<file path="config.mk">
export PLATFORM = sky130hd
export DESIGN_NAME = spc_stack
export DESIGN_NICKNAME = d
export VERILOG_FILES = /design/src/rtl/useq_pkg.sv /design/src/rtl/spc_stack.sv
export SDC_FILE = /design/constraint.sdc
export NUM_CORES = 1
export LEC_CHECK = 0
export BUFFER_PORTS_ARGS = -buffer_cell sky130_fd_sc_hd__clkbuf_2
export CAP_MARGIN = 5
export CORE_MARGIN = 2
export CORE_UTILIZATION = 55
export DETAILED_ROUTE_END_ITERATION = 7
export GPL_TIMING_DRIVEN = 0
export HOLD_SLACK_MARGIN = 0.06
export PLACE_DENSITY = 0.82
export SYNTH_ARGS = -nofsm -noshare
export SYNTH_HDL_FRONTEND = slang
export SYNTH_SLANG_ARGS = --single-unit
export TNS_END_PERCENT = 20
</file>
<file path="constraint.sdc">
create_clock -name clk -period 2.4 [get_ports clk]
set_input_delay 0.12 -clock clk [delete_from_list [all_inputs] [get_ports clk]]
set_output_delay 0.12 -clock clk [all_outputs]
set_load 0.02 [all_outputs]
</file>
<file path="src/rtl/useq_pkg.sv">
//********************************************************************
// widths, microword field positions and shared types.
// field layout follows a 49-bit cadr-style microinstruction.
//********************************************************************
`default_nettype none

package useq_pkg;

   localparam int ADDR_W      = 8;
   localparam int STORE_DEPTH = 256;
   localparam int SPC_DEPTH   = 32;
   localparam int SPC_PTR_W   = 5;
   localparam int IR_W        = 49;
   localparam int DISP_DEPTH  = 64;
   localparam int DISP_AW     = 6;
   localparam int COND_W      = 8;

   //*****************************************************************
   // microinstruction field positions.
   //*****************************************************************
   localparam int JADDR_HI  = 19;
   localparam int JADDR_LO  = 12;
   localparam int CSEL_HI   = 2;       // condition select.
   localparam int CSEL_LO   = 0;
   localparam int INV_BIT   = 6;
   localparam int N_BIT     = 7;       // next inhibit.
   localparam int CALL_BIT  = 8;
   localparam int RET_BIT   = 9;
   localparam int POPJ_BIT  = 42;
   localparam int OP_HI     = 44;
   localparam int OP_LO     = 43;
   localparam int FUNCT_HI  = 41;
   localparam int FUNCT_LO  = 38;
   localparam int DBASE_HI  = 29;
   localparam int DBASE_LO  = 24;
   localparam int DWIDTH_HI = 23;
   localparam int DWIDTH_LO = 21;
   localparam int MSRC_HI   = 31;      // alu ops only.
   localparam int MSRC_LO   = 26;
   localparam int DEST_HI   = 23;      // alu ops only.
   localparam int DEST_LO   = 19;

   localparam logic [1:0] OP_ALU  = 2'b00;
   localparam logic [1:0] OP_JUMP = 2'b01;
   localparam logic [1:0] OP_DISP = 2'b10;
   localparam logic [1:0] OP_BYTE = 2'b11;

   localparam logic [5:0] MSRC_SPC    = 6'h21;  // read stack top.
   localparam logic [5:0] MSRC_SPCPOP = 6'h25;  // read top and pop.
   localparam logic [4:0] DEST_SPC    = 5'h0a;  // push.

   // next-pc select codes.
   localparam logic [1:0] PCS_SPC = 2'd0;
   localparam logic [1:0] PCS_IR  = 2'd1;
   localparam logic [1:0] PCS_DPC = 2'd2;
   localparam logic [1:0] PCS_IPC = 2'd3;

   typedef enum logic [1:0] {
      CYC_DECODE = 2'd0,
      CYC_ALU    = 2'd1,
      CYC_WRITE  = 2'd2,
      CYC_FETCH  = 2'd3
   } ucycle_t;

   typedef struct packed {
      logic              dn;
      logic              dp;
      logic              dr;
      logic [ADDR_W-1:0] target;
   } disp_entry_t;

   typedef struct packed {
      logic              irjump;
      logic              irdisp;
      logic [3:0]        funct;
      logic              invert;
      logic              next_inhibit;
      logic              call;
      logic              ret;
      logic              popj;
      logic              srcspc;
      logic              srcspcpop;
      logic              destspc;
      logic [ADDR_W-1:0] jump_addr;
   } uinst_fields_t;

   typedef struct packed {
      logic [1:0] pcs;
      logic       spush;
      logic       spop;
      logic       nop;
      logic       nopa;
      logic       iwrited;
      logic       spcdrive;
   } seq_ctl_t;

endpackage

`default_nettype wire

</file>
<file path="src/rtl/spc_stack.sv">
//********************************************************************
// subroutine return stack. ptr points at the top entry.
// no overflow guard: a push past the last entry wraps the pointer.
//********************************************************************
`timescale 1ns/10ps
`default_nettype none

module spc_stack
  (
   input  logic                           clk,
   input  logic                           reset,
   input  useq_pkg::ucycle_t              cycle,
   input  useq_pkg::seq_ctl_t             ctl,
   input  logic [useq_pkg::ADDR_W-1:0]    ipc,
   output logic [useq_pkg::ADDR_W-1:0]    spc,
   output logic [useq_pkg::SPC_PTR_W-1:0] ptr
   );

   import useq_pkg::*;

   logic [ADDR_W-1:0]    stack_mem [SPC_DEPTH];
   logic [SPC_PTR_W-1:0] push_ptr;
   logic                 do_push;
   logic                 do_pop;

   assign push_ptr = ptr + 1'b1;
   assign do_push  = ctl.spush & (cycle == CYC_WRITE);
   assign do_pop   = ctl.spop & (cycle == CYC_WRITE);

   // pointer moves on the write phase.
   always_ff @(posedge clk)
   begin
      if (reset)
         ptr <= '0;
      else if (do_push)
         ptr <= push_ptr;
      else if (do_pop)
         ptr <= ptr - 1'b1;
   end

   always_ff @(posedge clk)
   begin
      if (do_push)
         stack_mem[push_ptr] <= ipc;   // return address.
   end

   // top read is combinational, so a pop returns the old top.
   assign spc = stack_mem[ptr];

endmodule

`default_nettype wire

</file>
* Word-level counts from Yosys, hierarchy flattened
Memory sizes are Yosys's and may differ from the RTL's. A register that Yosys moved wholly into a read port is not among the register bits. Cells that the tools add are included.
Word-level totals: register bits after elaboration 5, RAM bits 256, input bits 20, output and inout port bits 13, word-level logic and storage cells 14, memories 1
Operators by class: $add $sub $neg 2, eq/ne operators 1, mux-type cells 6, bitwise logic cells 2, reductions and logical operators 1
Memories:
- stack_mem | depth 32, bits a word 8, read ports 1, clocked after memory_dff 1, write ports 1, line spc_stack.sv:21 | logic [ADDR_W-1:0] stack_mem [SPC_DEPTH];
Operator list (number):
- 5-bit 2-to-1 mux | 4
- 5-bit by 1-bit adder with 5-bit output, second input constant | 1
- 5-bit by 1-bit subtractor with 5-bit output, second input constant | 1
- 1-bit bitwise AND | 2
- 2-bit equality test, second input constant | 1
- 1-bit 2-to-1 mux | 2
- 2-bit nonzero test | 1

* Depth between registers and ports, before layout
depth after elaboration 6, gate-level depth with buffers 6, gate-level depth less buffers 5

* Least setup slack after synthesis
No wires, ideal clock.
kind flip-flop to output port, start point register with a tool-made name, end point output spc[0] (netlist name), data arrival time 2.043 ns, required time 2.280 ns, path slack 0.237 ns, cell stages (with the launch flop) 6, path through dfxtp_1 > clkbuf_1 > clkbuf_1 > mux4_2 > mux4_2 > mux2_2
RTL lines:
- end: declaration | line spc_stack.sv:15 | output logic [useq_pkg::ADDR_W-1:0] spc,

==> flow_metrics.py <==
metrics = {
    "yosys": {
        "syn_nets": 506,
        "syn_area_um2": 10500,
        "ys_seq_elements": 266,
        "synth_top_area_frac": 0.734,
        "ys_seq_area_frac": 0.753,
        "ys_warn_count": 0,
        "synth_top_area_cell": "edfxtp_1",
        "ys_types": 37,
        "syn_avg_cell_area_um2": 21.8,
        "yosys-top-cells-area": "edfxtp_1 73%, mux4_2 17%, dfxtp_1 1.9%",
        "syn_inst": 481,
    },
    "final_layout": {
        "design_area_um2": 12200,
        "area_growth_pct": 16.4,
        "drive_above_1_share": 0.378,
        "layout.nets": 569,
        "diodes": 0,
        "fin_util": 0.652,
        "finalNonFillerCells": 795,
    },
    "grt": {
        "grt_max_degree": 33,
        "grt_usage": 0.226,
        "antenna_found_initial": 1,
        "grt_pass1_wl_mm": 32.8,
        "first_global_vias": 5265,
        "overflow": 0,
    },
    "clock_tree": {
        "clk_latency_ns": 0.52,
        "cts_made_buffers": 25,
        "path_clk_slew_ns": 0.06,
        "htreeDepth": 1,
        "cts_tree": "yes",
        "cts_max_path_buffers": 3,
        "cts.sinks": 266,
        "root_buffer": "clkbuf_16",
    },
    "setup_path": {
        "critPathLaunchType": "flop",
        "endpoint_kind": "primary output",
        "worstPathArrival_ns": 2.78,
        "critPathKind": "flop to primary output",
        "critPathMaxFanout": 5,
        "crit_required_ns": 2.28,
    },
    "timing": {
        "fin_crit_sh": 1.21,
        "finalWorstSetupSlack_ns": -0.504,
        "grt_setup_unrepaired": "true",
        "finalHoldViolations": 0,
        "worst_pin_slew_ns": 1.01,
        "finClkSkew_ns": 0.0129,
        "period_needed_ns": 2.90,
        "slew_viol_final": 0,
        "finalSetupViolCount": 44,
        "timing.fmax_ghz": 0.344,
        "max_slew_margin": 0.322,
    },
    "pwr": {
        "clockPowerShare": 0.394,
        "power_density_nw_per_um2": 772,
        "pwr-share-seq": 0.543,
        "p_int_mw": 7.47,
        "p_leak_nw": 3.73,
        "combPwrFrac": 0.063,
        "finalPower_mw": 9.42,
        "swShare": 0.207,
        "switchingPower_mw": 1.95,
        "ir_drop_v": 0.000414,
    },
    "drt": {
        "drt-initial-drc-count": 677,
        "dr_total_vias": 5232,
        "first_pass_iters": 5,
        "vias_per_cell": 6.58,
        "drc": 0,
        "antenna_left": 0,
        "wl_per_cell_um": 29.2,
        "wl_mm": 23.2,
    },
    "place": {
        "placed_cells": 741,
        "place_ws_ns": -0.569,
        "placed_area_um2": 10900,
        "gp_congestion": 0.887,
        "dpl.hpwl_mm": 13.7,
        "io_buffers": 26,
    },
    "floorplan": {
        "dieArea_um2": 20200,
        "die_w_um": 142,
        "die_h_um": 142,
        "start_util": 0.560,
        "core_area_um2": 18700,
        "rows": 50,
        "boundaryPins": 33,
    },
    "job": {
        "maxCapViolations": 0,
    },
    "status": {
        "outcome": "complete, but fails checks",
        "violations": "negative setup slack",
    },
    "hold_path": {
        "min_path_type": "primary input to flop",
    },
}
[final timing paths]
kind         startpoint               end  slack [ns]  depth (start not counted)
max                flop            spc[6]       -0.50                          6
min              ctl[4]            ptr[0]        0.09                          4
max reg2reg      ptr[0]  stack_mem[13][1]       -0.15                          6
min reg2reg      ptr[4]            ptr[4]        0.81                          3
[cell usage in the layout, fill, tap and decap left out, types with 5 or more instances in the layout]
cell type,n
clkbuf_2,20
o21ai_0,6
buf_12,8
clkbuf_1,12
buf_4,6
ha_1,5
buf_8,5
edfxtp_1,256
mux2_4,7
mux4_2,80
nand2_1,7
nor2_4,12
clkbuf_16,28
dfxtp_1,8
nor2_1,6
nor2_2,20
[cell families (layout without fill, tap and decap cells)]
group | after synthesis | count (layout) | share of synthesized area
XOR/XNOR | 1 | 1 | 0.000836
buffers and inverters | 29 | 109 | 0.0134
AO/OA/AOI/OAI | 24 | 24 | 0.0151
adder cells (fa/ha/maj) | 5 | 5 | 0.00597
AND/OR/NAND/NOR | 66 | 66 | 0.0291
flip-flops | 266 | 266 | 0.753
multiplexers | 90 | 90 | 0.183
[flip-flops by register name (all words and copies together), names as in the netlist, named ones only]
register,count
stack_mem,256
ptr,5
[Yosys cell counts]
| cell type | number |
|---|---|
| buf_2 | 1 |
| mux4_2 | 80 |
| or3_1 | 2 |
| a21boi_0 | 1 |
| nand4_1 | 1 |
| nand2b_1 | 4 |
| clkbuf_1 | 11 |
| edfxtp_1 | 256 |
| mux2i_1 | 2 |
| inv_1 | 3 |
| and3b_1 | 1 |
| nand3_1 | 2 |
| a31oi_1 | 1 |
| a21o_1 | 1 |
| dfxtp_1 | 10 |
| ha_1 | 5 |
| a211o_1 | 1 |
| nor3_1 | 2 |
| xor2_1 | 1 |
| o22ai_1 | 1 |
| buf_1 | 7 |
| buf_6 | 1 |
| nor4bb_1 | 1 |
| a21oi_1 | 3 |
| and2_1 | 2 |
| nor3b_1 | 1 |
| nand3b_1 | 2 |
| a21bo_2 | 1 |
| o21ai_0 | 9 |
| a22oi_1 | 1 |
| a32oi_1 | 5 |
| mux2_2 | 8 |
| and3_1 | 1 |
| nor2_1 | 38 |
| nor2b_1 | 2 |
| buf_4 | 6 |
| nand2_1 | 7 |
[power by group through the flow]
stage               registers (mW)  logic (mW)  clock network [mW]
floorplan                     5.21       0.288                   0
global placement              5.21       0.465                   0
detailed placement            5.21       0.483                   0
CTS                           5.12       0.550                3.72
global route                  5.12       0.623                3.90
finish                        5.12       0.593                3.71
[routing by layer]
metal	GRT usage	share of wire	wire length (um)	up-vias
li1	-	-	-	2142
met1	0.318	0.39	9030	2738
met4	0.0563	0.023	538	2
met2	0.371	0.50	11500	317
met5	0	0.00056	13	-
met3	0.0448	0.090	2080	33
[repair_timing]
action | 4_1_cts | 5_1_grt
buffers inserted | 3 | 3
resized for setup | 78 | 46
gates cloned | 1 | 3
pin swaps | 0 | 2
endpoints found under the hold margin | 10 | 0
setup endpoints to repair | 200 | 256
hold buffers | 2 | 0
[through the flow]
step	hold slack (ns)	TNS, ns
floorplan	0.198	0
global placement	0.374	-4.37
detailed placement	0.384	-19.04
CTS	0.0664	-4.04
global route	0.0959	-16.71
finish	0.0854	-4.92
[critical path, stage by stage (launching register included)]
cell and delay [ns]:
dfxtp_4 0.39, clkbuf_16 0.19, clkbuf_16 0.17, mux4_2 0.58, mux4_2 0.51, mux2_4 0.31, buf_8 0.13
[cell type report]
class,count,area [um2]
flip-flops and latches,266,7890
clock inverters,9,73.8
inverters,3,11.3
plain buffers,24,215
multi-input cells,186,2630
clock buffers,35,683
repair buffers,38,395
well taps,234,293
fillers,1147,6510
No activity file was read; power rests on OpenSTA's default activity.
