## config.mk

```make
export PLATFORM = sky130hd
export DESIGN_NAME = useq_control
export DESIGN_NICKNAME = d
export VERILOG_FILES = /design/src/rtl/useq_pkg.sv /design/src/rtl/useq_control.sv
export SDC_FILE = /design/constraint.sdc
export NUM_CORES = 1
export LEC_CHECK = 0
export ABC_AREA = 1
export BUFFER_PORTS_ARGS = -buffer_cell sky130_fd_sc_hd__buf_4
export CORE_AREA = 10 10 47 49
export DETAILED_ROUTE_END_ITERATION = 16
export DIE_AREA = 0 0 57 59
export PLACE_DENSITY_LB_ADDON = 0.05
export SETUP_SLACK_MARGIN = 0.3
export SLEW_MARGIN = 20
export SYNTH_ARGS = -nofsm -noshare
export SYNTH_HDL_FRONTEND = slang
export SYNTH_SLANG_ARGS = --single-unit
```

## constraint.sdc

```tcl
create_clock -name clk -period 1.5 [get_ports clk]
set_input_delay 0 -clock clk [delete_from_list [all_inputs] [get_ports clk]]
set_output_delay 0 -clock clk [all_outputs]
set_load 0.02 [all_outputs]
```

## src/rtl/useq_pkg.sv

```systemverilog
//********************************************************************
// widths, microword field positions and shared types.
// field layout follows a 49-bit cadr-style microinstruction.
//********************************************************************
`default_nettype none

package useq_pkg;

   localparam int ADDR_W      = 8;
   localparam int STORE_DEPTH = 256;
   localparam int SPC_DEPTH   = 32;
   localparam int SPC_PTR_W   = 5;
   localparam int IR_W        = 49;
   localparam int DISP_DEPTH  = 64;
   localparam int DISP_AW     = 6;
   localparam int COND_W      = 8;

   //*****************************************************************
   // microinstruction field positions.
   //*****************************************************************
   localparam int JADDR_HI  = 19;
   localparam int JADDR_LO  = 12;
   localparam int CSEL_HI   = 2;       // condition select.
   localparam int CSEL_LO   = 0;
   localparam int INV_BIT   = 6;
   localparam int N_BIT     = 7;       // next inhibit.
   localparam int CALL_BIT  = 8;
   localparam int RET_BIT   = 9;
   localparam int POPJ_BIT  = 42;
   localparam int OP_HI     = 44;
   localparam int OP_LO     = 43;
   localparam int FUNCT_HI  = 41;
   localparam int FUNCT_LO  = 38;
   localparam int DBASE_HI  = 29;
   localparam int DBASE_LO  = 24;
   localparam int DWIDTH_HI = 23;
   localparam int DWIDTH_LO = 21;
   localparam int MSRC_HI   = 31;      // alu ops only.
   localparam int MSRC_LO   = 26;
   localparam int DEST_HI   = 23;      // alu ops only.
   localparam int DEST_LO   = 19;

   localparam logic [1:0] OP_ALU  = 2'b00;
   localparam logic [1:0] OP_JUMP = 2'b01;
   localparam logic [1:0] OP_DISP = 2'b10;
   localparam logic [1:0] OP_BYTE = 2'b11;

   localparam logic [5:0] MSRC_SPC    = 6'h21;  // read stack top.
   localparam logic [5:0] MSRC_SPCPOP = 6'h25;  // read top and pop.
   localparam logic [4:0] DEST_SPC    = 5'h0a;  // push.

   // next-pc select codes.
   localparam logic [1:0] PCS_SPC = 2'd0;
   localparam logic [1:0] PCS_IR  = 2'd1;
   localparam logic [1:0] PCS_DPC = 2'd2;
   localparam logic [1:0] PCS_IPC = 2'd3;

   typedef enum logic [1:0] {
      CYC_DECODE = 2'd0,
      CYC_ALU    = 2'd1,
      CYC_WRITE  = 2'd2,
      CYC_FETCH  = 2'd3
   } ucycle_t;

   typedef struct packed {
      logic              dn;
      logic              dp;
      logic              dr;
      logic [ADDR_W-1:0] target;
   } disp_entry_t;

   typedef struct packed {
      logic              irjump;
      logic              irdisp;
      logic [3:0]        funct;
      logic              invert;
      logic              next_inhibit;
      logic              call;
      logic              ret;
      logic              popj;
      logic              srcspc;
      logic              srcspcpop;
      logic              destspc;
      logic [ADDR_W-1:0] jump_addr;
   } uinst_fields_t;

   typedef struct packed {
      logic [1:0] pcs;
      logic       spush;
      logic       spop;
      logic       nop;
      logic       nopa;
      logic       iwrited;
      logic       spcdrive;
   } seq_ctl_t;

endpackage

`default_nettype wire

```

## src/rtl/useq_control.sv

```systemverilog
//********************************************************************
// pc/spc control. all combinational apart from inop and iwrited.
// a no-op instruction ignores its own fields; a pending write still returns.
//********************************************************************
`timescale 1ns/10ps
`default_nettype none

module useq_control
  (
   input  logic                    clk,
   input  logic                    reset,
   input  useq_pkg::ucycle_t       cycle,
   input  useq_pkg::uinst_fields_t fields,
   input  useq_pkg::disp_entry_t   disp,
   input  logic                    jcond,
   input  logic                    trap,
   output useq_pkg::seq_ctl_t      ctl
   );

   import useq_pkg::*;

   logic       inop;
   logic       iwrited;
   logic       nop;
   logic       jmp;
   logic       taken;
   logic       jret;
   logic       iwrite;
   logic       dispenb;
   logic       dfall;
   logic       ignpopj;
   logic       popj;
   logic       srcpop;
   logic       spush;
   logic       spop;
   logic       n;
   logic [1:0] pcs;

   assign nop = trap | inop;

   //*****************************************************************
   // instruction decode, gated by nop.
   //*****************************************************************
   assign jmp     = fields.irjump & ~nop;
   assign taken   = jmp & (jcond ^ fields.invert);        // sense applied.
   assign jret    = jmp & ~fields.call & fields.ret;
   assign iwrite  = taken & fields.call & fields.ret;     // microcode write.
   assign dispenb = fields.irdisp & ~fields.funct[2] & ~nop;
   assign dfall   = disp.dr & disp.dp;                    // push-pop falls through.
   assign ignpopj = fields.irdisp & ~nop & ~disp.dr;
   assign srcpop  = fields.srcspcpop & ~nop;

   // a pending write returns through the stack.
   assign popj = (fields.popj & ~nop) | iwrited;

   assign spop = ((srcpop | popj) & ~ignpopj) |
                 (dispenb & disp.dr & ~disp.dp) |
                 (taken & jret);

   assign spush = (fields.destspc & ~nop) |
                  (taken & fields.call) |
                  (dispenb & disp.dp & ~disp.dr);

   // next pc select.
   always_comb
   begin
      if (popj & ~ignpopj)
         pcs = PCS_SPC;
      else if (taken & jret)
         pcs = PCS_SPC;
      else if (taken)
         pcs = PCS_IR;
      else if (dispenb & disp.dr & ~disp.dp)
         pcs = PCS_SPC;
      else if (dispenb & ~dfall)
         pcs = PCS_DPC;
      else
         pcs = PCS_IPC;
   end

   // inhibit the following instruction.
   assign n = trap |
              iwrite |
              (dispenb & disp.dn) |
              (taken & fields.next_inhibit);

   always_ff @(posedge clk)
   begin
      if (reset)
      begin
         inop    <= 1'b0;
         iwrited <= 1'b0;
      end
      else if (cycle == CYC_FETCH)
      begin
         inop    <= n;
         iwrited <= iwrite;
      end
   end

   always_comb
   begin
      ctl.pcs      = pcs;
      ctl.spush    = spush;
      ctl.spop     = spop;
      ctl.nop      = nop;
      ctl.nopa     = inop;
      ctl.iwrited  = iwrited;
      ctl.spcdrive = (fields.srcspc | fields.srcspcpop) & (cycle != CYC_DECODE);
   end

endmodule

`default_nettype wire

```

# Word level (Yosys, flattened, before mapping)

Index checks and enable logic that the tools add are counted.
Widths: inputs -> output; s select.

Eq/ne operators: 1
Multiplexer cells: 5
Reductions and logical operators: 1
Bitwise logic cells: 44

Operators with widths:

| kind               | number |
|---|---|
| $and 1x1->1        | 25 |
| $or 1x1->1         | 11 |
| $mux 2             | 4 |
| $not 1->1          | 7 |
| $eq 2x2->1 const B | 1 |
| $reduce_bool 2->1  | 1 |
| $mux 1             | 1 |
| $xor 1x1->1        | 1 |

Input port bits: 39
Register bits: 2
Logic and storage cells: 53
Output and inout port bits: 8

# Longest topological paths before layout

Depth in word-level cells: 9
Gate-level depth with buffers: 7
Depth with buffers taken out: 7

# Least setup slack after synthesis

Ideal clock, no wire load.

Path type: reg-to-output
Start: reg inop
End: out ctl[7] in the netlist's numbering
Required time: 1500 ps
Cell stages (with the launch flop): 5
Path buffers: 0
Path slack: 465 ps
Arrival: 1035 ps
Path through: dfxtp_1 > nor2_2 > a21o_2 > nand2_1 > nor3b_2

RTL lines:

| item                   | line               | RTL |
|---|---|---|
| start, declared        | useq_control.sv:22 | `logic inop;` |
| start signal, assigned | useq_control.sv:96 | `inop <= n;` |
| end, declared          | useq_control.sv:17 | `output useq_pkg::seq_ctl_t ctl` |

==> summary.md <==
| Metric | Value |
|---|---|
| Setup violations, final | `0` |
| Clock Skew | `0.00303 ns` |
| Setup TNS | `0 ns` |
| # fillers | `162` |
| DRT Pass-1 Iters | `4` |
| WP buf/inv | `2` |
| Die ar. | `3360 sq um` |
| Post-synth top flop | `dfxtp_1` |
| Post-route minimum period | `1.26 ns` |
| RSZ-0062 raised after global routing | `yes` |
| CTS clock-pin slew for the worst setup and hold paths | `0.03 ns` |
| Synth Register Bits | `2` |
| Max Cap Viol | `0` |
| Critical path's top delay family | `simple AND/OR/NAND/NOR gates` |
| Diode count | `0` |
| Most frequent cell after synthesis | `nand2_1` |
| Largest net degree at the start of global routing | `6` |
| Initial Utilization | `25.2%` |
| Crit end category | `output port` |
| Worst EP required | `approximately 1.5 ns` |
| Initial DRC Count | `6` |
| Max incr delay on CP | `0.35 ns` |
| Leakage | `0.000357 uW` |
| Worst hold path type | `input port to flip-flop` |
| Placed instance area | `approximately 540 sq um` |
| Part of the Yosys area used for sequential elements | `11.3%` |
| Grt ovf | `0` |
| Synthesis-to-layout area growth | `73.0%` |
| Share of layout cells above drive strength 1 | `56.5%` |
| Clock sink count | `2` |
| CTS Hold Bufs | `0` |
| Post-synth EDFFs | `0` |
| First-pass GRT wire length | `1.81 mm` |
| Yosys top cell area share | `11.7%` |
| Highest Clock Rate | `0.797 GHz` |
| Nets@finish | `126` |
| CP max FO | `4` |
| Ports | `47` |
| Max_slew headroom | `86.7%` |
| Syn avg cell area | `6.19 sq um` |
| Final period util | `83.7%` |
| Fin cells | `between 100 and 150` |
| DP Cell Count | `95` |
| Die Y | `59 microns` |
| Mapped Nets | `96` |
| Measured slew at the worst slew-check pin | `around 0.20 ns` |
| Ys Warns | `0` |
| Power per cell area | `about 600 nW/um^2` |
| Worst-skew pair later-pin latency | `0.23 ns` |
| CTS tree | `yes` |
| Startpoint Class | `flip-flop` |
| IO buf count | `27` |
| Antenna violations before repair | `0` |
| Core box area | `approximately 1400 sq um` |
| Synthesized area | `353 sq um` |
| Worst hold margin | `around 0.036 ns` |
| Max-slew violations | `0` |
| H-Tree Depth | `1` |
| Synth unique cells | `21` |
| Core Rows | `14` |
| Outcome | `finished, final reports clean` |
| Final ANT Viol Nets | `0` |
| CTS buffer count | `3` |
| Slowest stage cell on the critical path | `dfxtp_4` |
| Die Width | `between 50 and 60 microns` |
| Vias per cell | `about 4.2` |
| Synthesized instance count | `57` |
| Clock Tree Root | `clkbuf_4` |
| Post-synth top cells | `nand2_1 (11), inv_1 (9), nand3_1 (6)` |
| Vias in the first global route | `465` |
| Critical path arrival | `1.26 ns` |
| Drc violations | `0` |
| Pwr Total | `364 uW` |
| GRT Util Overall | `between 6 and 7%` |
| Maximum vdd ir drop | `just over 0.4 mV` |
| Post-DP HPWL | `around 980 microns` |
| Cells along the critical path | `inv_2 > nand2_4 > nor2_4 > and2_4 > nand3b_4 > nand3b_1 > buf_6` |
| GPL Wtd Cong | `0.779` |
| Clock Tree Buf Depth | `2` |
| Largest cells by area after synthesis | `nand2_1 (12%), dfxtp_1 (11%), buf_4 (11%)` |
| Cell taking the most area after synthesis | `nand2_1` |
| Fin. Hold Viols | `0` |
| Worst setup path category | `flip-flop to output port` |
| WL final | `1.10 mm` |
| Vias | `423` |
| FFs w/ async S/R, synth | `0%` |
| Wire per inst | `10.9 microns` |
| Final instance area | `611 sq um` |
[routing by layer]
metal | vias to the layer above | wire (microns) | global-route usage [%]
met1 | 170 | 425 | 6.82
met5 | - | 0 | 0
li1 | 232 | - | -
met3 | 0 | 150 | 4.72
met4 | 0 | 0 | 1.01
met2 | 21 | 520 | 10.2
[report_power, final]
part | switching (uW) | total (uW) | internal (uW) | leakage [uW]
Sequential | 3.79 | 60.4 | 56.7 | 0.0000171
Clock | 32.1 | 120 | 88.4 | 0.0000138
Combinational | 85.5 | 183 | 97.4 | 0.000327
Total | 121 | 364 | 242 | 0.000357
[flip-flops by register name, indices dropped and copies added, names as in the netlist]
signal / count
inop: 1
iwrited: 1
[what timing repair did]
action	in CTS	in global routing
endpoints found under the setup margin	4	4
buffers inserted	2	1
gates resized for setup	6	2
pin swaps	1	1
[cell usage in the layout, fill, tap and decap left out, types with 2 or more instances in the layout]
cell type / n
inv_1: 9
buf_4: 27
inv_2: 2
nor2_1: 5
nor2_4: 2
nand2_1: 10
o21ai_0: 3
nand3_1: 5
nand2_2: 2
buf_6: 3
clkbuf_4: 3
[metrics by stage]
| stage | utilization [%] | setup WS (ns) |
|---|---|---|
| after floorplan | - | 0.465 |
| after global placement | 38.4 | 0.394 |
| after detailed placement | 38.4 | 0.397 |
| after CTS | 42.6 | 0.222 |
| after global routing | 43.6 | 0.144 |
| final | 43.6 | 0.245 |
[layout make-up]
| cell class | instances | area (sq um) | area share (%) |
|---|---|---|---|
| well taps | 16 | 20.0 | 3.28 |
| inverters | 11 | 41.3 | 6.76 |
| flip-flops and latches | 2 | 43.8 | 7.17 |
| clock buffers | 3 | 22.5 | 3.69 |
| repair buffers | 30 | 236 | 38.7 |
| multi-input cells | 39 | 246 | 40.4 |
[logic make-up after synthesis]
family	Yosys count	share of synthesized area [%]
AOI/OAI and AO/OA	6	10.6
buffers and inverters	16	22.3
DFF	2	11.3
and+or+nand+nor	33	55.7
[worst paths after layout]
path                               from       to  slack, ns  cells after the start
worst max-delay path               inop   ctl[4]       0.24                      7
worst min-delay path              reset     inop       0.04                      4
worst max register to register     inop     inop       0.58                      7
worst min register to register  iwrited  iwrited       0.56                      2
[worst reg2reg max path, stage by stage (launching register included)]
cell and delay (ns):
dfxtp_4 0.35, inv_2 0.06, nand2_4 0.05, nor2_4 0.09, nand4_1 0.12, nand2_1 0.08, nor2_1 0.04, nor2_1 0.07
Note: power is estimated with default switching activity, not from simulation.
