--- src/rtl/useq_pkg.sv ---
//********************************************************************
// widths, microword field positions and shared types.
// field layout follows a 49-bit cadr-style microinstruction.
//********************************************************************
`default_nettype none

package useq_pkg;

   localparam int ADDR_W      = 8;
   localparam int STORE_DEPTH = 256;
   localparam int SPC_DEPTH   = 32;
   localparam int SPC_PTR_W   = 5;
   localparam int IR_W        = 49;
   localparam int DISP_DEPTH  = 64;
   localparam int DISP_AW     = 6;
   localparam int COND_W      = 8;

   //*****************************************************************
   // microinstruction field positions.
   //*****************************************************************
   localparam int JADDR_HI  = 19;
   localparam int JADDR_LO  = 12;
   localparam int CSEL_HI   = 2;       // condition select.
   localparam int CSEL_LO   = 0;
   localparam int INV_BIT   = 6;
   localparam int N_BIT     = 7;       // next inhibit.
   localparam int CALL_BIT  = 8;
   localparam int RET_BIT   = 9;
   localparam int POPJ_BIT  = 42;
   localparam int OP_HI     = 44;
   localparam int OP_LO     = 43;
   localparam int FUNCT_HI  = 41;
   localparam int FUNCT_LO  = 38;
   localparam int DBASE_HI  = 29;
   localparam int DBASE_LO  = 24;
   localparam int DWIDTH_HI = 23;
   localparam int DWIDTH_LO = 21;
   localparam int MSRC_HI   = 31;      // alu ops only.
   localparam int MSRC_LO   = 26;
   localparam int DEST_HI   = 23;      // alu ops only.
   localparam int DEST_LO   = 19;

   localparam logic [1:0] OP_ALU  = 2'b00;
   localparam logic [1:0] OP_JUMP = 2'b01;
   localparam logic [1:0] OP_DISP = 2'b10;
   localparam logic [1:0] OP_BYTE = 2'b11;

   localparam logic [5:0] MSRC_SPC    = 6'h21;  // read stack top.
   localparam logic [5:0] MSRC_SPCPOP = 6'h25;  // read top and pop.
   localparam logic [4:0] DEST_SPC    = 5'h0a;  // push.

   // next-pc select codes.
   localparam logic [1:0] PCS_SPC = 2'd0;
   localparam logic [1:0] PCS_IR  = 2'd1;
   localparam logic [1:0] PCS_DPC = 2'd2;
   localparam logic [1:0] PCS_IPC = 2'd3;

   typedef enum logic [1:0] {
      CYC_DECODE = 2'd0,
      CYC_ALU    = 2'd1,
      CYC_WRITE  = 2'd2,
      CYC_FETCH  = 2'd3
   } ucycle_t;

   typedef struct packed {
      logic              dn;
      logic              dp;
      logic              dr;
      logic [ADDR_W-1:0] target;
   } disp_entry_t;

   typedef struct packed {
      logic              irjump;
      logic              irdisp;
      logic [3:0]        funct;
      logic              invert;
      logic              next_inhibit;
      logic              call;
      logic              ret;
      logic              popj;
      logic              srcspc;
      logic              srcspcpop;
      logic              destspc;
      logic [ADDR_W-1:0] jump_addr;
   } uinst_fields_t;

   typedef struct packed {
      logic [1:0] pcs;
      logic       spush;
      logic       spop;
      logic       nop;
      logic       nopa;
      logic       iwrited;
      logic       spcdrive;
   } seq_ctl_t;

endpackage

`default_nettype wire

--- src/rtl/upc_select.sv ---
//********************************************************************
// next address mux and micro-pc. upc loads on the edge into fetch.
// first load after reset is forced to address 0.
//********************************************************************
`timescale 1ns/10ps
`default_nettype none

module upc_select
  (
   input  logic                          clk,
   input  logic                          reset,
   input  useq_pkg::ucycle_t             cycle,
   input  useq_pkg::seq_ctl_t            ctl,
   input  useq_pkg::uinst_fields_t       fields,
   input  logic [2:0]                    cond_sel,
   input  logic [useq_pkg::COND_W-1:0]   cond,
   input  logic [useq_pkg::ADDR_W-1:0]   spc,
   input  logic [useq_pkg::ADDR_W-1:0]   dpc,
   output logic                          jcond,
   output logic [useq_pkg::ADDR_W-1:0]   upc,
   output logic [useq_pkg::ADDR_W-1:0]   ipc
   );

   import useq_pkg::*;

   logic [ADDR_W-1:0] npc;
   logic              boot;   // set until the first load.

   assign jcond = cond[cond_sel];   // raw sense.
   assign ipc   = upc + 1'b1;

   always_comb
   begin
      unique case (ctl.pcs)
         PCS_SPC: npc = spc;
         PCS_IR:  npc = fields.jump_addr;
         PCS_DPC: npc = dpc;
         default: npc = ipc;
      endcase
   end

   //*****************************************************************
   // upc register. loads together with the stack update.
   //*****************************************************************
   always_ff @(posedge clk)
   begin
      if (reset)
      begin
         upc  <= '0;
         boot <= 1'b1;
      end
      else if (cycle == CYC_WRITE)
      begin
         upc  <= boot ? '0 : npc;
         boot <= 1'b0;
      end
   end

endmodule

`default_nettype wire

--- config.mk ---
export PLATFORM = sky130hd
export DESIGN_NAME = upc_select
export DESIGN_NICKNAME = d
export VERILOG_FILES = /design/src/rtl/useq_pkg.sv /design/src/rtl/upc_select.sv
export SDC_FILE = /design/constraint.sdc
export NUM_CORES = 1
export LEC_CHECK = 0
export ABC_AREA = 0
export BUFFER_PORTS_ARGS = -buffer_cell sky130_fd_sc_hd__buf_2
export CORE_MARGIN = 3
export CORE_UTILIZATION = 32
export DETAILED_ROUTE_END_ITERATION = 16
export PLACE_DENSITY = 0.83
export SYNTH_ARGS = -nofsm -noshare
export SYNTH_HDL_FRONTEND = slang
export SYNTH_SLANG_ARGS = --single-unit
--- constraint.sdc ---
create_clock -name clk -period 1.3 [get_ports clk]
set_input_delay 0.195 -clock clk [delete_from_list [all_inputs] [get_ports clk]]
set_output_delay 0.195 -clock clk [all_outputs]
set_load 0.05 [all_outputs]
Word-level counts from Yosys, hierarchy flattened --
Index checks and enable logic that the tools add are counted.
Word-level totals: register bits 9, input bits 61, output and inout port bits 17, logic and storage cells 12
Cells by class: $add $sub $neg 1, $lt $le $gt $ge 1, equal/unequal tests 3, multiplexer cells 4, reduce and logical (&&, ||, !) cells 1
Operators with widths (count):
- case mux 8 bit (3 select lines) | 1
- adder 8 x 1 -> 8 bit, second input constant | 1
- two-way mux 8 bit | 1
- == test 2 bit, second input constant | 2
- < comparator 3 x 4 -> 1 bit, second input constant | 1
- binary-select mux 1 bit (select 3 bit) | 1
- == test 2 x 1 -> 1 bit, second input constant | 1
- zero test 2 bit | 1
- two-way mux 1 bit | 1

Depth between registers and ports, before layout --
Gate-level depths: netlist of run 1.
depth in word-level cells 3, depth in mapped cells 5, depth with buffers taken out 5

Least setup slack after synthesis of run 1 --
Ideal clock, no wire load.
kind register to output, from reg upc[2] (netlist name), to out ipc[5] (netlist name), data arrival time 1.988 ns, data required time 1.105 ns, setup slack -0.883 ns, cell stages (with the launch flop) 4, buffers on the path 0, path through dfxtp_1 > and4_1 > nand2_1 > xnor2_1
On the way: cells in the longest elaborated chain, start to end 1
Ends and longest elaborated chain:
- start, declared | RTL line upc_select.sv:20 | output logic [useq_pkg::ADDR_W-1:0] upc,
- start signal, assigned | RTL line upc_select.sv:54 | upc <= boot ? '0 : npc;
- adder 8 x 1 -> 8 bit | RTL line upc_select.sv:30 | assign ipc = upc + 1'b1;
- end, declared | RTL line upc_select.sv:21 | output logic [useq_pkg::ADDR_W-1:0] ipc
Every way passes these cells.

Final worst setup path of run 1 --
from reg upc[1] (netlist name), to out ipc[6] (netlist name)
The elaborated chain is that of the path after synthesis.

==> results.yml, run 1 <==
run_status:
  status: "finished, violations left"
  violations: "setup timing"
die:
  rows: 17
  io_pins: 78
  die-area_um2: 3095
  die_width_um: 55.63
  fp.dieH_um: 55.63
  start_util: 0.3463
  core-area_um2: 2276
power_and_ir_drop:
  powerDensity_nw_per_um2: 526.7
  switchingPower_mw: 0.3285
  p_int_mw: 0.5796
  p_seq_frac: 0.320
  ir_drop_v: 0.0003319
  sw_frac_of_total: 0.3618
  total_power_mw: 0.9081
  power_frac_comb: 0.421
  clock_power_share: 0.259
  p_leak_nw: 0.7817
sta:
  slew_headroom: 0.7706
  rsz0062_at_grt: "yes"
  worstMarginPinSlew_ps: 344.1
  fin_ws_ps: -364.9
  slew_violations: 0
  fin_crit_sh: 1.281
  final-hold-violation-count: 0
  setup_violations: 14
  tns_ps: -2328
  period_needed_ps: 1665
  fin_worst_skew_ps: 9.439
  fmax_ghz: 0.6006
clock_tree:
  postCtsHoldBufs: 0
  cts_buffer_depth: 2
  clk_latency_ps: 270
  cts.sinks: 9
  path_clk_slew_ps: 80
  cts_tree: "yes"
  root_buffer: "clkbuf_4"
  numCtsBuffers: 3
  h-tree-depth: 1
finish:
  nFillCells: 147
  stdcell_area_um2: 1724
  num_antenna_cells: 0
  nNetsFinal: 235
  drive_gt1_frac: 0.7965
  area_delta_synth_final_pct: 118.7
  layout.cells.non_filler: 200
logic_synthesis:
  syn-num-nets: 144
  ys_seq_area_frac: 0.2286
  synth_most_common_cell: "dfxtp_1"
  synth_ff_type: "dfxtp_1"
  ys_top_cells_by_count: "9 x dfxtp_1, 7 x nand2_1, 6 x nor2_1"
  synthCells: 82
  synth_area_um2: 788.3
  synth_area_per_cell_um2: 9.613
  ys_seq_elements: 9
  synth_top_area_frac: 0.2286
  yosysWarnings: 0
  ys_types: 41
  yosys.area.top_type: "dfxtp_1"
  async_flop_share: 0
  ys_top_cells_by_area: "dfxtp_1 23%, mux4_2 14%, mux2_2 4.3%"
  synth-edff-count: 0
global_routing:
  overflow: 0
  grt_pass1_wl_um: 5016
  antenna_found_initial: 0
  grt_max_degree: 13
  grt_use_total: 0.2024
  grt_pass1_vias: 1138
worst_hold_path:
  hold_path.class: "in2reg"
placed_design:
  dpl.hpwl_um: 2373
  placed_cells: 189
  dpl_cell_area_um2: 1435
  io_buffers: 57
  globalplace.congestion: 0.8278
detailed_routing:
  detail_route.iter0.violations: 16
  dr.pass1.iters: 4
  vias_per_cell: 5.410
  wl_um: 3267
  wl_per_cell_um: 16.34
  final_antenna_net_count: 0
  vias: 1082
  drc: 0
critical_path:
  path_max_fanout: 4
  path_class: "reg2out"
  critPathLaunchType: "flip-flop"
  endpoint_kind: "primary output"
  cp.required_ps: 1110
  arrival_ps: 1470
flow_run:
  maxCapViolations: 0
## placed cells by master (no fill, tap or decap), types with 2 or more instances in the layout
cell | netlist | final
buf_6 | 2 | 9
inv_1 | 4 | 3
mux4_2 | 5 | 5
buf_2 | 1 | 47
clkbuf_4 | 0 | 4
mux2_2 | 3 | 2
buf_4 | 0 | 28
a22oi_2 | 0 | 2
buf_8 | 0 | 4
and4_4 | 0 | 2
nand2_8 | 0 | 3
dfxtp_4 | 0 | 5
nand2b_1 | 3 | 3
nand2_1 | 7 | 3
a21oi_1 | 2 | 2
nor2_1 | 6 | 6
dfxtp_2 | 0 | 4
nand3_4 | 0 | 2
o221ai_2 | 1 | 2
mux2i_1 | 2 | 2
a21o_1 | 3 | 3
xnor2_4 | 0 | 3
## cell families (layout without fill, tap and decap cells)
kind of cell	Yosys count	in the layout	share of synthesized area
XOR/XNOR	4	4	0.04445
buffers and inverters	8	98	0.06190
flip-flops	9	9	0.2286
multiplexers	11	11	0.2254
AO/OA/AOI/OAI	23	23	0.2270
AND/OR/NAND/NOR	26	26	0.1968
adder cells (fa/ha/maj)	1	1	0.01587
## final timing paths
| check | from | end | slack (ps) | cells past startpoint |
|---|---|---|---|---|
| max | upc[1]$_SDFFE_PP0N_ | ipc[6] | -360 | 5 |
| min reg2reg | upc[7]$_SDFFE_PP0N_ | upc[7]$_SDFFE_PP0N_ | 500 | 1 |
| max reg2reg | upc[1]$_SDFFE_PP0N_ | upc[2]$_SDFFE_PP0N_ | -200 | 6 |
| min | reset | upc[1]$_SDFFE_PP0N_ | 280 | 3 |
## power groups by stage
stage                     clock network [mW]  logic [mW]  registers, mW
final                                  0.236       0.382          0.291
after global placement                     0       0.312          0.295
after detailed placement                   0       0.322          0.296
after global routing                   0.252       0.406          0.292
after floorplan                            0       0.164          0.331
after CTS                              0.233       0.358          0.291
## metrics by stage
stage	utilization	setup WS (ps)	hold slack (ps)
2_1_floorplan	-	-270.8	396.8
3_3_place_gp	0.6306	-163.1	454.8
3_5_place_dp	0.6306	-172.8	456.6
4_1_cts	0.7004	-363.1	269.2
5_1_grt	0.7576	-409.9	276.3
6_report	0.7576	-364.9	275.7
## sequential cells by signal (all words and copies together), names as in the netlist
| register | flops |
|---|---|
| upc | 8 |
| boot | 1 |
## what timing repair did
| action | in CTS | in global routing |
|---|---|---|
| buffers inserted | 2 | 6 |
| setup endpoints to repair | 16 | 18 |
| resized for setup | 30 | 17 |
| pin swaps | 9 | 9 |
## cell type report
cell class              instances  area, um^2  area share
clock inverters                 1       5.005    0.002903
clock buffers                   3       22.52     0.01306
well taps                      28       35.03     0.02032
repair buffers                 89       614.3      0.3563
flip-flops and latches          9       203.9      0.1183
multi-input cells              65       818.3      0.4746
inverters                       5       25.02     0.01451
## worst max-delay path: stages, from the launching register on
cell and delay [ps]:
dfxtp_4 370, ha_4 150, nand3_4 80, or3_4 370, nand2_8 80, buf_8 140
## layer usage
metal	vias to the layer above	global-route usage	routed length, um
li1	497	-	-
met1	513	0.2049	1074
met2	64	0.3902	1829
met3	8	0.03712	266
met4	0	0.09722	95
met5	-	0	0
Note: power is estimated with default switching activity, not from simulation.
==> inputs of run 2 (changes only) <==
--- a/config.mk
+++ b/config.mk
@@ -7,8 +7,10 @@
 export LEC_CHECK = 0
 export ABC_AREA = 0
 export BUFFER_PORTS_ARGS = -buffer_cell sky130_fd_sc_hd__buf_2
+export CELL_PAD_IN_SITES_DETAIL_PLACEMENT = 1
+export CELL_PAD_IN_SITES_GLOBAL_PLACEMENT = 2
 export CORE_MARGIN = 3
-export CORE_UTILIZATION = 32
+export CORE_UTILIZATION = 16
 export DETAILED_ROUTE_END_ITERATION = 16
 export PLACE_DENSITY = 0.83
 export SYNTH_ARGS = -nofsm -noshare
==> constraint.sdc (replaced) <==
create_clock -name clk -period 1.3 [get_ports clk]
set_input_delay 0.065 -clock clk [delete_from_list [all_inputs] [get_ports clk]]
set_output_delay 0.065 -clock clk [all_outputs]
set_load 0.05 [all_outputs]
==> results.yml, run 2 (synthesized netlist as in run 1, its figures left out) <==
sta:
  setup_violations: 12
  period_needed_ps: 1494
  fin_crit_sh: 1.149
  fin_worst_skew_ps: 2.386
  slew_headroom: 0.7469
  fmax_ghz: 0.6694
  final-hold-violation-count: 0
  slew_violations: 0
  rsz0062_at_grt: "yes"
  worstMarginPinSlew_ps: 378.1
  fin_ws_ps: -193.9
critical_path:
  r2r-end: "upc[2]$_SDFFE_PP0N_"
  critPathLaunchType: "flip-flop"
  reg2reg_depth: 6
  cp.required_ps: 1240
  r2r_setup_slack_ps: -150
  path_max_fanout: 4
  endpoint_kind: "primary output"
  arrival_ps: 1430
  timing.rr.start: "upc[1]$_SDFFE_PP0N_"
  path_class: "reg2out"
clock_tree:
  cts_tree: "yes"
  postCtsHoldBufs: 0
  h-tree-depth: 1
  cts_buffer_depth: 2
  numCtsBuffers: 3
  clk_latency_ps: 240
  root_buffer: "clkbuf_8"
  cts.sinks: 9
  path_clk_slew_ps: 50
finish:
  postLayoutCoreUtil: 0.3470
  final_common_cell: "buf_2"
  area_delta_synth_final_pct: 101.0
  reg_top3: "upc x8, boot x1"
  final_cell_mix: "51 x buf_2, 18 x buf_4, 8 x buf_6"
  num_antenna_cells: 0
  drive_gt1_frac: 0.7407
  regMostFlops: "upc"
  layout.cells.non_filler: 227
  largest_reg_flops: 8
  nNetsFinal: 225
  stdcell_area_um2: 1584
die:
  io_pins: 78
  start_util: 0.1727
  fp.dieH_um: 76.19
  rows: 24
  core-area_um2: 4564
  die_width_um: 76.19
  die-area_um2: 5805
placed_design:
  io_buffers: 57
  placed_cells: 219
  dpl_cell_area_um2: 1396
  dpl.hpwl_um: 2700
  globalplace.congestion: 0.8257
  dp_slack_ps: -94.83
global_routing:
  antenna_found_initial: 0
  overflow: 0
  grt_use_total: 0.1067
  grt_pass1_wl_um: 5071
  grt_pass1_vias: 1082
  grt_max_degree: 12
power_and_ir_drop:
  ir_drop_v: 0.0002300
  total_power_mw: 0.9621
  powerDensity_nw_per_um2: 607.4
  p_leak_nw: 0.7167
detailed_routing:
  final_antenna_net_count: 0
  wl_per_cell_um: 13.91
  dr.pass1.iters: 4
  vias_per_cell: 4.326
  drc: 0
  vias: 982
  wl_um: 3157
  detail_route.iter0.violations: 28
worst_hold_path:
  hold_path.class: "in2reg"
  min_to: "upc[2]$_SDFFE_PP0N_"
  min_from: "reset"
  whs_path_depth: 3
run_status:
  violations: "setup timing"
  status: "finished, violations left"
flow_run:
  maxCapViolations: 0
[run 2: stage by stage]
step           setup TNS (ps)  hold slack, ps
6_report                -1359           177.9
5_1_grt                 -2117           191.5
4_1_cts                 -1379           177.3
3_5_place_dp           -463.9           436.7
3_3_place_gp           -184.2           437.8
2_1_floorplan          -814.1           274.5
[run 2: what timing repair did]
item,4_1_cts,5_1_grt
resized for setup,22,5
setup endpoints to repair,14,14
cloned,0,0
buffers inserted,3,2
pin swaps,5,4
[run 2: metal layers]
| metal | up-vias | GRT usage | wire (um) |
|---|---|---|---|
| met5 | - | 0 | 0 |
| met4 | 0 | 0.02174 | 17 |
| met3 | 4 | 0.02837 | 183 |
| met2 | 37 | 0.2083 | 1684 |
| met1 | 463 | 0.1140 | 1271 |
| li1 | 478 | - | - |
[run 2: layout make-up]
class | count | area, um^2
Clock buffer | 4 | 45.04
Inverter | 5 | 25.02
Sequential cell | 9 | 198.9
Timing Repair Buffer | 79 | 510.5
Fill cell | 569 | 2980
Tap cell | 65 | 81.33
Multi-Input combinational cell | 65 | 723.2
[run 2: how the worst max path moves through the flow]
stage / startpoint / cells past startpoint / end / slack (ps)
floorplan: upc[0]$_SDFFE_PP0N_ / 4 / upc[0]$_SDFFE_PP0N_ / -270
global placement: upc[1]$_SDFFE_PP0N_ / 5 / ipc[6] / -60
detailed placement: upc[1]$_SDFFE_PP0N_ / 4 / upc[1]$_SDFFE_PP0N_ / -90
CTS: upc[0]$_SDFFE_PP0N_ / 5 / ipc[6] / -200
global route: upc[1]$_SDFFE_PP0N_ / 6 / ipc[4] / -240
finish: upc[1]$_SDFFE_PP0N_ / 5 / ipc[6] / -190
[run 2: critical path: stages, from the launching register on]
cell     delay (ps)
dfxtp_4         370
ha_4            150
nand3_4          80
or3_4           370
nand2_8          80
buf_8           130
[run 2: report_power, final]
part	leakage [nW]	total (mW)	internal, mW	switching [mW]
logic	0.616	0.332	0.154	0.178
registers	0.0777	0.291	0.281	0.00933
clock network	0.0228	0.339	0.215	0.124
total	0.717	0.962	0.650	0.312
